## config.mk

```make
export PLATFORM = sky130hd
export DESIGN_NAME = ddc_mixer
export DESIGN_NICKNAME = d
export VERILOG_FILES = /design/src/ddc_pkg.sv /design/src/ddc_mixer.sv
export SDC_FILE = /design/constraint.sdc
export NUM_CORES = 1
export LEC_CHECK = 0
export ABC_CLOCK_PERIOD_IN_PS = 13200
export BUFFER_PORTS_ARGS = -buffer_cell sky130_fd_sc_hd__clkbuf_2
export CORE_AREA = 3 3 119 121
export DETAILED_ROUTE_END_ITERATION = 7
export DIE_AREA = 0 0 122 124
export PLACE_DENSITY = 0.66
export SYNTH_ARGS = -nofsm -noshare
export SYNTH_HDL_FRONTEND = slang
export SYNTH_SLANG_ARGS = --single-unit
```

## constraint.sdc

```tcl
create_clock -name clk -period 13.2 [get_ports clk]
set_input_delay 2.64 -clock clk [delete_from_list [all_inputs] [get_ports clk]]
set_output_delay 2.64 -clock clk [all_outputs]
set_load 0.02 [all_outputs]
```

## src/ddc_pkg.sv

```systemverilog
/*
 * DDC shared definitions: sample and accumulator widths, settings
 * register map, rotation quadrants and output buffer sizing
 */
package ddc_pkg;

  localparam int SAMPLE_WIDTH = 16;
  localparam int MIX_WIDTH    = SAMPLE_WIDTH + 1;  // room to negate the most negative sample
  localparam int MAX_DECIM    = 16;

  // smallest n with 2**n >= value
  function automatic int log2_ceil(input int value);
    int result = 0;
    while ((1 << result) < value) begin
      result++;
    end
    return result;
  endfunction

  // bit growth of a 4-stage CIC is 4 * log2(rate)
  localparam int CIC_WIDTH    = MIX_WIDTH + 4 * log2_ceil(MAX_DECIM);
  localparam int SCALE_WIDTH  = 18;
  localparam int SCALE_SHIFT  = 16;                // 2**16 is unity gain
  localparam int PHASE_WIDTH  = 32;
  localparam int FIFO_DEPTH   = 16;
  localparam int PIPE_RESERVE = 8;                 // slots kept free for samples in flight

  typedef enum logic [7:0] {
    REG_FREQ  = 8'd0,
    REG_SCALE = 8'd1,
    REG_DECIM = 8'd2,
    REG_MUX   = 8'd3
  } ddc_reg_e;

  typedef enum logic [1:0] {
    QUAD_0   = 2'd0,
    QUAD_90  = 2'd1,
    QUAD_180 = 2'd2,
    QUAD_270 = 2'd3
  } quad_e;

endpackage

```

## src/ddc_mixer.sv

```systemverilog
/*
 * DDC mixer. I/Q swap and real-mode mux, phase accumulator and a
 * quarter-turn rotation picked by the top two phase bits
 */
module ddc_mixer (
  input  logic                                 clk,
  input  logic                                 reset,
  input  logic                                 i_clear,
  input  logic                                 i_fire,
  input  logic [2*ddc_pkg::SAMPLE_WIDTH-1:0]   i_data,
  input  logic [ddc_pkg::PHASE_WIDTH-1:0]      i_phase_inc,
  input  logic                                 i_realmode,
  input  logic                                 i_swap_iq,
  output logic                                 o_stb,
  output logic signed [ddc_pkg::MIX_WIDTH-1:0] o_i,
  output logic signed [ddc_pkg::MIX_WIDTH-1:0] o_q
);
  import ddc_pkg::*;

  logic [PHASE_WIDTH-1:0]         phase;
  quad_e                          quad;
  logic signed [SAMPLE_WIDTH-1:0] in_i;
  logic signed [SAMPLE_WIDTH-1:0] in_q;
  logic signed [MIX_WIDTH-1:0]    ext_i;  // sign-extended mux output
  logic signed [MIX_WIDTH-1:0]    ext_q;
  logic signed [MIX_WIDTH-1:0]    rot_i;
  logic signed [MIX_WIDTH-1:0]    rot_q;

  assign in_i  = i_data[2*SAMPLE_WIDTH-1:SAMPLE_WIDTH];  // I in upper half
  assign in_q  = i_data[SAMPLE_WIDTH-1:0];
  assign ext_i = i_swap_iq ? in_q : in_i;
  assign ext_q = i_realmode ? MIX_WIDTH'(0) : (i_swap_iq ? in_i : in_q);
  assign quad  = quad_e'(phase[PHASE_WIDTH-1 -: 2]);

  always_comb begin
    case (quad)
      QUAD_0: begin
        rot_i = ext_i;
        rot_q = ext_q;
      end
      QUAD_90: begin
        rot_i = ext_q;
        rot_q = -ext_i;
      end
      QUAD_180: begin
        rot_i = -ext_i;
        rot_q = -ext_q;
      end
      default: begin
        rot_i = -ext_q;
        rot_q = ext_i;
      end
    endcase
  end

  always_ff @(posedge clk) begin
    if (reset | i_clear) begin
      phase <= '0;
      o_stb <= 1'b0;
    end else begin
      o_stb <= i_fire;
      if (i_fire) begin
        phase <= phase + i_phase_inc;  // next sample uses the advanced phase
      end
    end
  end

  always_ff @(posedge clk) begin
    if (i_fire) begin
      o_i <= rot_i;
      o_q <= rot_q;
    end
  end

endmodule

```

== Word-level counts from Yosys, hierarchy flattened ==
Index checks and enable logic that the tools add are counted.

* Register bits after elaboration: 67
* Output and inout bits: 35
* Input bits: 70

* Reduce and logical (&&, ||, !) cells: 1
* Add/sub/neg operators: 3
* Bitwise gates (word level): 1
* Multiplexer cells: 5
* Eq/ne operators: 2

{| class="wikitable"
|+ Operator list
! kind !! number
|-
| $pmux W17 S3 || 2
|-
| $mux W17 || 3
|-
| $neg A17 Y17 || 2
|-
| $add A32 B32 Y32 || 1
|-
| $eq A2 B1 Y1 const B || 1
|-
| $eq A2 B2 Y1 const B || 1
|-
| $logic_not A2 Y1 || 1
|-
| $or A1 B1 Y1 || 1
|}

== Depth between registers and ports, before layout ==
Gate-level depths: netlist (run 1).

* Depth in word-level cells: 4
* Depth in mapped cells: 16

== Worst setup path after synthesis (run 1) ==
No wires, ideal clock.

* Path kind: input -> register
* Start: in i_swap_iq
* End: reg o_q[16] (netlist bit) (data pin)
* Stages on the path: 14
* Setup slack: 6.767 ns
* Required time: 12.928 ns
* Path buffers: 5
* Arrival time: 6.161 ns
* Cells stage by stage: buf_6 buf_4 buf_2 buf_2 buf_2 mux2_2 inv_1 ha_1 nand2_1 or4_1 or4_4 nor2_2 nor2_1 mux4_2

* Cells in the longest elaborated chain, start to end: 4
* Elaborated cells between the ends (all ways): 6
* Those cells by class: 2 x add/sub; 4 x mux

{| class="wikitable"
|+ RTL lines
! item !! RTL line !! source
|-
| start: declaration || ddc_mixer.sv:13 || <nowiki>input logic i_swap_iq,</nowiki>
|-
| $mux W17 (2 in series) || ddc_mixer.sv:32 || <nowiki>assign ext_q = i_realmode ? MIX_WIDTH'(0) : (i_swap_iq ? in_i : in_q);</nowiki>
|-
| $neg A17 Y17 || ddc_mixer.sv:47 || <nowiki>rot_q = -ext_q;</nowiki>
|-
| $pmux W17 S3 (*) || ddc_mixer.sv:36 || <nowiki>case (quad)</nowiki>
|-
| named net rot_q[16] || ddc_mixer.sv:27 || <nowiki>logic signed [MIX_WIDTH-1:0] rot_q;</nowiki>
|-
| end signal: assignment || ddc_mixer.sv:71 || <nowiki>o_q <= rot_q;</nowiki>
|-
| end: declaration || ddc_mixer.sv:16 || <nowiki>output logic signed [ddc_pkg::MIX_WIDTH-1:0] o_q</nowiki>
|}

Mark *: on every way through the listed nets, which the timed path passes. The rest lies on a longest branch.
A chain may end at the register's enable or synchronous reset.

== Worst setup path in the final report (run 1) ==
Same ends and word-level chain as after synthesis.

==> results of run 1 <==
## critical path: cells and delay by family
family	cells	cell delay, ns
simple gates	5	1.59
mux	2	0.87
buf+inv	3	0.67
fa+ha+maj	1	0.18
## sequential cells by signal, summed over array words and instances, names as in the netlist
signal,flops
o_q,17
o_i,17
phase,32
o_stb,1
## area by class of cell
| class | instances | area [sq um] |
|---|---|---|
| clock buffer | 9 | 225.2 |
| clock inverter | 7 | 116.4 |
| fill | 1267 | 6297 |
| inverter | 14 | 52.55 |
| multi-input combinational | 568 | 4035 |
| sequential | 67 | 1683 |
| tap | 176 | 220.2 |
| timing repair buffer | 109 | 560.5 |
## power groups by stage
stage          Sequential [uW]  Clock [uW]  Combinational [uW]
6_report                   242         278                 188
5_1_grt                    244         296                 209
4_1_cts                    242         284                 188
3_5_place_dp               247           0                 187
3_3_place_gp               246           0                 184
2_1_floorplan              258           0                 124
## per-stage QoR
stage          utilization, %  setup WS, ns
4_1_cts                 52.26         7.318
5_1_grt                 52.26         7.158
6_report                52.26         7.297
3_5_place_dp            49.67         6.956
2_1_floorplan               -         6.767
3_3_place_gp            49.67         7.047
## logic make-up (layout without fill, tap and decap cells)
kind of cell	after synthesis	count (layout)	synth area share (%)
AO/OA/AOI/OAI	194	194	20.64
XOR/XNOR	39	39	5.745
adder cells (fa/ha/maj)	34	34	7.281
buffers and inverters	57	139	3.851
flip-flops	67	67	28.28
multiplexers	75	75	16.20
AND/OR/NAND/NOR	226	226	17.99
## metal layers
| layer | GRT usage (%) | routed length, microns |
|---|---|---|
| met1 | 26.23 | 7074 |
| met2 | 33.56 | 7165 |
| met3 | 4.360 | 751 |
| met4 | 7.143 | 257 |
| met5 | 0 | 0 |
## worst paths after layout
kind                                   to  cells past startpoint  slack [ns]       from
worst max-delay path              o_q[16]                     11        7.30  i_swap_iq
worst min-delay path            phase[22]                      2        0.49  phase[22]
worst max register to register  phase[30]                     10        9.99   phase[0]
worst min register to register  phase[22]                      2        0.49  phase[22]
## layout by cell type (no fill, tap or decap), drive strengths merged, types with 4 or more instances in the layout
cell / Yosys / layout
nand4: 5 / 5
o21a: 6 / 6
or3: 5 / 5
xor2: 10 / 10
dfxtp: 33 / 33
a31oi: 4 / 4
o211ai: 8 / 8
mux2: 14 / 14
clkinv: 0 / 4
and2: 4 / 4
or2: 5 / 5
a21o: 16 / 16
a21oi: 68 / 68
edfxtp: 34 / 34
nor3: 22 / 22
buf: 10 / 6
nor3b: 4 / 4
o21bai: 4 / 4
xnor2: 29 / 29
o31ai: 5 / 5
ha: 33 / 33
nor2: 104 / 104
mux2i: 47 / 47
a211o: 4 / 4
nand3: 8 / 8
nand2: 42 / 42
and3: 8 / 8
a211oi: 9 / 9
inv: 14 / 14
or4: 4 / 4
mux4: 14 / 14
clkbuf: 33 / 112
o21ai: 41 / 41
==> metrics.cfg, run 1 <==
[global_routing]
grt_overflow = 0
grt_max_degree = 80
grt_pass1_vias = 5194
grt_pass1_wl_microns = 24500
antenna_found_initial = 0
grt_use_total_pct = 20.25

[critical_path]
crit_arrival_ns = 5.98
critPathCaptureType = flop
criticalPathCategory = in2reg
worstPathMaxFanout = 50
cp_cell_sequence = clkbuf_2, buf_4, mux2_2, inv_1, ha_1, nand2_1, or4_1, or4_4, nor2_2, nor2_1, mux4_2
max_stage_delay_ns = 0.64
cp_slowest_cell = or4_1
required_ns = 13.28
start_kind = input port

[cts]
cts_root_buffer = clkbuf_16
cts_setup_buffers = 0
worstSkewPairLatency_ns = 0.34
cts-buffers-inserted = 9
hold_buffers = 0
cts_tree = yes
cts_resized = 0
cts.sink_count = 67
htree_num_levels = 3
path_clk_slew_ns = 0.06
clk_path_buf_depth = 2

[layout]
finalInstanceArea_sq_um = 6893
diodes = 0
final_cells = 950
syn2layout_area_growth_pct = 15.93
nNetsFinal = 873
layout-drive-gt1-share_pct = 22.48

[timing]
min_period_ns = 5.903
fin_setup_tns_ns = 0
rsz0062_at_grt = false
worst_slew_pin_slew_ns = 0.7584
hold_viol = 0
finalSetupViolations = 0
max-slew-margin-rel_pct = 48.73
period_share_pct = 44.72
drv_slew = 0
finClkSkew_ns = 0.007403
max_freq_mhz = 169.4
holdWs_ns = 0.4879

[synth]
netlist_area_sq_um = 5946
synthTopCellsByCount = nor2_1 (101), a21oi_1 (67), mux2i_1 (46)
syn_inst = 692
yosysWarnings = 0
synth_edf_count = 34
syn_area_per_cell_sq_um = 8.592
async_flop_share_pct = 0
yosys_most_used_dff = edfxtp_1
syn_nets = 796
synth_cell_types = 74
yosysMostFrequentCell = nor2_1
yosys.area.top_type = edfxtp_1
synth_seq_cells = 67
synthDominantCellAreaShare_pct = 17.17
synthTopCellsByArea = edfxtp_1 (17%), dfxtp_1 (11%), mux2i_1 (7.7%)
ys_seq_area_share_pct = 28.28

[power_and_ir_drop]
power.switching_uw = 210.2
p_leak_uw = 0.003006
powerDensity_nw_per_um2 = 102.8
p_clk_share_pct = 39.2
comb_power_share_pct = 26.6
total_power_uw = 708.5
peakVddDrop_uv = 62.77
p_int_uw = 498.3
seqPwrFrac_pct = 34.2
swShare_pct = 29.67

[placed_design]
place.gp.congestion = 0.9547
portBuffers = 104
dpl-instance-area_sq_um = 6551
post-place-cells = 934
place_hpwl_microns = 11310

[drt]
avgRoutedWirePerCell_microns = 16.05
drt-initial-drc-count = 375
via_per_inst = 5.788
vias = 5499
wirelength_microns = 15250
drt-pass1-iter-count = 5
ant_nets = 0
drc_errors = 0

[die]
die_x_microns = 122
initial_utilization_pct = 45.08
rows = 42
pin_count = 105
core_sq_um = 13190
die_h_microns = 124
dieArea_sq_um = 15130

[status]
status = finished, final reports clean

[min_path]
hold_class = reg2reg

[run]
maxCapViolations = 0

Note: power is estimated with default switching activity, not from simulation.
==> run 2: changes to the inputs <==
--- a/config.mk
+++ b/config.mk
@@ -5,12 +5,12 @@
 export SDC_FILE = /design/constraint.sdc
 export NUM_CORES = 1
 export LEC_CHECK = 0
-export ABC_CLOCK_PERIOD_IN_PS = 13200
+export ABC_CLOCK_PERIOD_IN_PS = 5250
 export BUFFER_PORTS_ARGS = -buffer_cell sky130_fd_sc_hd__clkbuf_2
 export CORE_AREA = 3 3 119 121
 export DETAILED_ROUTE_END_ITERATION = 7
 export DIE_AREA = 0 0 122 124
-export PLACE_DENSITY = 0.66
+export PLACE_DENSITY = 0.68
 export SYNTH_ARGS = -nofsm -noshare
 export SYNTH_HDL_FRONTEND = slang
 export SYNTH_SLANG_ARGS = --single-unit
==> constraint.sdc (replaced) <==
create_clock -name clk -period 5.25 [get_ports clk]
set_input_delay 1.05 -clock clk [delete_from_list [all_inputs] [get_ports clk]]
set_output_delay 1.05 -clock clk [all_outputs]
set_load 0.02 [all_outputs]
==> metrics.cfg, run 2 (synthesized netlist as in run 1, its figures left out) <==
[status]
status = finished, final reports clean  ; unchanged

[cts]
cts.sink_count = 67  ; unchanged
cts-buffers-inserted = 9  ; unchanged
worstSkewPairLatency_ns = 0.35  ; was 0.34 ns
clk_path_buf_depth = 2  ; unchanged
cts_resized = 0  ; unchanged
cts_tree = yes  ; unchanged
path_clk_slew_ns = 0.06  ; about the same
htree_num_levels = 3  ; unchanged
cts_root_buffer = clkbuf_16  ; unchanged
cts_setup_buffers = 0  ; unchanged
hold_buffers = 0  ; unchanged

[die]
die_x_microns = 122  ; unchanged
core_sq_um = 13190  ; unchanged
rows = 42  ; unchanged
initial_utilization_pct = 45.08  ; unchanged
die_h_microns = 124  ; unchanged
pin_count = 105  ; unchanged
dieArea_sq_um = 15130  ; unchanged

[global_routing]
antenna_found_initial = 0  ; unchanged
grt_use_total_pct = 20.73  ; was 20.25%
grt_pass1_vias = 5337  ; was 5194
grt_max_degree = 79  ; was 80
grt_overflow = 0  ; unchanged
grt_pass1_wl_microns = 25010  ; was 24500 microns

[critical_path]
r2r_start = phase[0]  ; unchanged
critPathCaptureType = flop  ; unchanged
r2r_cells = 10  ; unchanged
crit_arrival_ns = 4.00  ; was 5.98 ns
start_kind = input port  ; unchanged
cp_cell_sequence = clkbuf_2, mux2_2, inv_1, ha_1, nand2_1, or4_1, or4_4, nor2_2, nor2_1, mux4_2  ; was clkbuf_2, buf_4, mux2_2, inv_1, ha_1, nand2_1, or4_1, or4_4, nor2_2, nor2_1, mux4_2
crit_end = o_q[16]  ; unchanged
max_stage_delay_ns = 0.63  ; was 0.64 ns
cp_slowest_cell = or4_1  ; unchanged
rr_endpoint = phase[30]  ; unchanged
rrSetupSlack_ns = 1.93  ; was 9.99 ns
startpoint = i_swap_iq  ; unchanged
criticalPathCategory = in2reg  ; unchanged
required_ns = 5.34  ; was 13.28 ns
worstPathMaxFanout = 12  ; was 50

[timing]
hold_viol = 0  ; unchanged
holdWs_ns = 0.4921  ; was 0.4879 ns
drv_slew = 0  ; unchanged
min_period_ns = 3.914
max-slew-margin-rel_pct = 30.36  ; was 48.73%
max_freq_mhz = 255.5
finClkSkew_ns = 0.005759  ; was 0.007403 ns
finalSetupViolations = 0  ; unchanged
period_share_pct = 74.55
worst_slew_pin_slew_ns = 1.045  ; was 0.7584 ns
finalWorstSetupSlack_ns = 1.336  ; was 7.297 ns
rsz0062_at_grt = false  ; unchanged
fin_setup_tns_ns = 0  ; unchanged

[drt]
via_per_inst = 5.812  ; was 5.788
ant_nets = 0  ; unchanged
drt-pass1-iter-count = 5  ; unchanged
drt-initial-drc-count = 407  ; was 375
wirelength_microns = 15430  ; was 15250 microns
drc_errors = 0  ; unchanged
avgRoutedWirePerCell_microns = 16.26  ; was 16.05 microns
vias = 5516  ; was 5499

[placed_design]
dpl-instance-area_sq_um = 6544  ; was 6551 sq um
post-place-cells = 933  ; was 934
place_hpwl_microns = 11350  ; was 11310 microns
portBuffers = 104  ; unchanged
post-place-ws_ns = 0.9791  ; was 6.956 ns
place.gp.congestion = 0.9047  ; was 0.9547

[layout]
regMostFlops = phase  ; unchanged
seqCellArea_sq_um = 1683  ; unchanged
largest_register_ffs = 32  ; unchanged
final_cell_mix = clkbuf_2 (103), nor2_1 (101), a21oi_1 (67)  ; unchanged
layout-drive-gt1-share_pct = 22.51  ; was 22.48%
layout_commonest_cell = clkbuf_2  ; unchanged
reg_top3 = phase: 32 flops, o_i: 17 flops, o_q: 17 flops  ; unchanged
syn2layout_area_growth_pct = 15.40  ; was 15.93%
num-fill-cells = 1260  ; was 1267
nNetsFinal = 872  ; was 873
diodes = 0  ; unchanged
multi_input_area_sq_um = 4035  ; unchanged
finalInstanceArea_sq_um = 6862  ; was 6893 sq um
final_cells = 949  ; was 950

[min_path]
min-delay-start = phase[22]  ; unchanged
min_path_cells = 2  ; unchanged
hold_class = reg2reg  ; unchanged

[power_and_ir_drop]
peakVddDrop_uv = 137.2  ; was 62.77 uV
p_leak_uw = 0.002982  ; was 0.003006 uW
powerDensity_nw_per_um2 = 254.3  ; was 102.8 nW/um^2

[run]
maxCapViolations = 0  ; unchanged

-- run 2: cell count changes in the layout (fill, tap and decap cells not counted) --
cell,delta
clkinvlp_4,+3
clkinv_1,-1
buf_4,-1
clkinv_2,+1
clkinv_4,-2
bufinv_16,-1
-- run 2: layout make-up --
type | instances | share of cell area (%)
Clock buffer | 9 | 3.282
Clock inverter | 7 | 1.349
Sequential cell | 67 | 24.53
Tap cell | 176 | 3.209
Inverter | 14 | 0.7659
Timing Repair Buffer | 108 | 8.060
Multi-Input combinational cell | 568 | 58.81
-- run 2: worst min path at each step --
stage	to	slack (ns)
floorplan	phase[22]	0.45
global placement	phase[22]	0.47
detailed placement	phase[22]	0.48
CTS	phase[22]	0.49
global route	phase[22]	0.51
finish	phase[22]	0.49
-- run 2: per-stage QoR --
step	utilization [%]	power, uW
finish	52.02	1745
global route	52.02	1834
CTS	52.02	1758
detailed placement	49.61	1091
global placement	49.61	1077
floorplan	-	961.1
-- run 2: critical path, delay by kind of cell --
kind,cells,cell delay (ns)
AND/OR/NAND/NOR,5,1.56
multiplexers,2,0.84
buffers and inverters,2,0.34
adder cells (fa/ha/maj),1,0.18
-- run 2: where the power goes --
| part | total (uW) | internal (uW) | switching [uW] |
|---|---|---|---|
| combinational | 473 | 195 | 277 |
| clock | 661 | 414 | 248 |
| sequential | 611 | 595 | 15.8 |
| total | 1740 | 1200 | 541 |
-- run 2: routing by layer --
metal | wire, microns | share of wire, % | GRT usage [%] | vias to the layer above
met5 | 0 | 0 | 0 | -
met2 | 7209 | 47 | 33.49 | 146
met3 | 884 | 5.7 | 4.587 | 25
li1 | - | - | - | 2736
met1 | 7030 | 46 | 27.04 | 2609
met4 | 303 | 2.0 | 8.403 | 0
==> run 3: changes to the inputs <==
--- a/config.mk
+++ b/config.mk
@@ -5,7 +5,7 @@
 export SDC_FILE = /design/constraint.sdc
 export NUM_CORES = 1
 export LEC_CHECK = 0
-export ABC_CLOCK_PERIOD_IN_PS = 5250
+export ABC_CLOCK_PERIOD_IN_PS = 3600
 export BUFFER_PORTS_ARGS = -buffer_cell sky130_fd_sc_hd__clkbuf_2
 export CORE_AREA = 3 3 119 121
 export DETAILED_ROUTE_END_ITERATION = 7
==> constraint.sdc (replaced) <==
create_clock -name clk -period 3.6 [get_ports clk]
set_input_delay 0.72 -clock clk [delete_from_list [all_inputs] [get_ports clk]]
set_output_delay 0.72 -clock clk [all_outputs]
set_load 0.02 [all_outputs]
==> metrics.cfg, run 3 (synthesized netlist as in run 1, its figures left out) <==
[cts]
hold_buffers = 0  ; unchanged
cts-buffers-inserted = 9  ; unchanged
worstSkewPairLatency_ns = 0.34  ; was 0.35 ns
cts_setup_buffers = 0  ; unchanged
cts_resized = 0  ; unchanged
clk_path_buf_depth = 2  ; unchanged
cts_root_buffer = clkbuf_16  ; unchanged
cts_tree = yes  ; unchanged
htree_num_levels = 3  ; unchanged
path_clk_slew_ns = 0.06  ; about the same
cts.sink_count = 67  ; unchanged

[timing]
rsz0062_at_grt = false  ; unchanged
max-slew-margin-rel_pct = 36.88  ; was 30.36%
drv_slew = 0  ; unchanged
hold_viol = 0  ; unchanged
min_period_ns = 3.348
period_share_pct = 93.00
worst_slew_pin_slew_ns = 0.9469  ; was 1.045 ns
max_freq_mhz = 298.7
finalSetupViolations = 0  ; unchanged
holdWs_ns = 0.4805  ; was 0.4921 ns
finClkSkew_ns = 0.007106  ; was 0.005759 ns

[global_routing]
antenna_found_initial = 0  ; unchanged
grt_max_degree = 72  ; was 79
grt_use_total_pct = 21.25  ; was 20.73%
grt_pass1_vias = 5407  ; was 5337
grt_overflow = 0  ; unchanged
grt_pass1_wl_microns = 25810  ; was 25010 microns

[power_and_ir_drop]
powerDensity_nw_per_um2 = 349.9  ; was 254.3 nW/um^2
p_leak_uw = 0.003092  ; was 0.002982 uW
peakVddDrop_uv = 227.0  ; was 137.2 uV

[critical_path]
crit_family = simple AND/OR/NAND/NOR gates  ; unchanged
r2r_cells = 10  ; unchanged
crit_arrival_ns = 3.42  ; was 4.00 ns
critPathCaptureType = flop  ; unchanged
crit_buf_inv = 3  ; was 2
rr_endpoint = phase[30]  ; unchanged
r2r_start = phase[0]  ; unchanged
start_kind = input port  ; unchanged
worstPathMaxFanout = 22  ; was 12
cp_common_cell = buf_4
max_stage_delay_ns = 0.48  ; was 0.63 ns
cp_slowest_cell = or3_1  ; was or4_1
rrSetupSlack_ns = 0.52  ; was 1.93 ns
criticalPathCategory = in2reg  ; unchanged
required_ns = 3.67  ; was 5.34 ns
cp_cell_sequence = clkbuf_2, buf_4, buf_4, mux2i_1, nor2_1, or3_1, nor4_1, xnor2_1, mux4_2  ; was clkbuf_2, mux2_2, inv_1, ha_1, nand2_1, or4_1, or4_4, nor2_2, nor2_1, mux4_2

[drt]
ant_nets = 0  ; unchanged
drt-pass1-iter-count = 5  ; unchanged
via_per_inst = 5.790  ; was 5.812
drt-initial-drc-count = 405  ; was 407
drc_errors = 0  ; unchanged
avgRoutedWirePerCell_microns = 16.45  ; was 16.26 microns
vias = 5628  ; was 5516
wirelength_microns = 15990  ; was 15430 microns

[layout]
regMostFlops = phase  ; unchanged
num-fill-cells = 1217  ; was 1260
reg_top3 = phase: 32 flops, o_i: 17 flops, o_q: 17 flops  ; unchanged
layout-drive-gt1-share_pct = 25.00  ; was 22.51%
final_cell_mix = clkbuf_2 (103), nor2_1 (101), a21oi_1 (67)  ; unchanged
largest_register_ffs = 32  ; unchanged
final_cells = 972  ; was 949
diodes = 0  ; unchanged
layout_commonest_cell = clkbuf_2  ; unchanged
syn2layout_area_growth_pct = 18.29  ; was 15.40%
nNetsFinal = 895  ; was 872

[min_path]
min-delay-start = phase[22]  ; unchanged
worstHoldEndpoint = phase[22]  ; unchanged
hold_class = reg2reg  ; unchanged
min_path_cells = 2  ; unchanged

[die]
core_sq_um = 13190  ; unchanged
initial_utilization_pct = 45.08  ; unchanged
die_h_microns = 124  ; unchanged
dieArea_sq_um = 15130  ; unchanged
pin_count = 105  ; unchanged
die_x_microns = 122  ; unchanged
rows = 42  ; unchanged

[status]
status = finished, final reports clean  ; unchanged

[placed_design]
place_hpwl_microns = 11900  ; was 11350 microns
portBuffers = 104  ; unchanged
post-place-cells = 956  ; was 933
place.gp.congestion = 0.8943  ; was 0.9047

[run]
maxCapViolations = 0  ; unchanged

run 3: metal layers:
| layer | vias to the layer above | track usage (%) | part of all wire, % |
|---|---|---|---|
| li1 | 2777 | - | - |
| met1 | 2659 | 29.52 | 48 |
| met2 | 169 | 33.63 | 46 |
| met3 | 23 | 2.906 | 5.1 |
| met4 | 0 | 8.333 | 1.7 |
| met5 | - | 0 | 0 |
run 3: cell type report:
cell class,instances,area (sq um),area share [%]
clock inverters,4,22.52,0.3202
flip-flops and latches,67,1683,23.93
clock buffers,12,257.7,3.665
well taps,176,220.2,3.131
inverters,14,52.55,0.7472
repair buffers,131,725.7,10.32
multi-input cells,568,4071,57.89
run 3: stage by stage:
step	utilization, %	total power (uW)	setup WS (ns)	instance area (sq um)	setup TNS, ns
2_1_floorplan	-	1414	-0.3332	6028	-0.7422
3_3_place_gp	51.20	1602	0.05326	6753	0
3_5_place_dp	51.20	1621	-0.07512	6753	-0.1603
4_1_cts	53.32	2480	0.2922	7033	0
5_1_grt	53.32	2598	0.1082	7033	0
6_report	53.32	2461	0.2518	7033	0
run 3: worst max-delay path by stage:
| stage | from | to | slack, ns | depth (start not counted) |
|---|---|---|---|---|
| after floorplan | i_swap_iq | o_q[16] | -0.33 | 14 |
| after global placement | i_swap_iq | o_i[13] | 0.05 | 9 |
| after detailed placement | i_swap_iq | o_q[13] | -0.08 | 9 |
| after CTS | i_swap_iq | o_q[13] | 0.29 | 9 |
| after global routing | i_swap_iq | o_i[13] | 0.11 | 9 |
| final | i_swap_iq | o_q[13] | 0.25 | 9 |
run 3: tightest hold or removal path, stage by stage, from the launching register on:
cell      delay [ns]
dfxtp_1         0.31
nand2b_1        0.07
a21oi_1         0.05
run 3: power breakdown:
group / total [uW] / internal [uW] / switching [uW]
Sequential: 893 / 868 / 25.2
Combinational: 723 / 306 / 417
Clock: 845 / 506 / 339
Total: 2460 / 1680 / 781
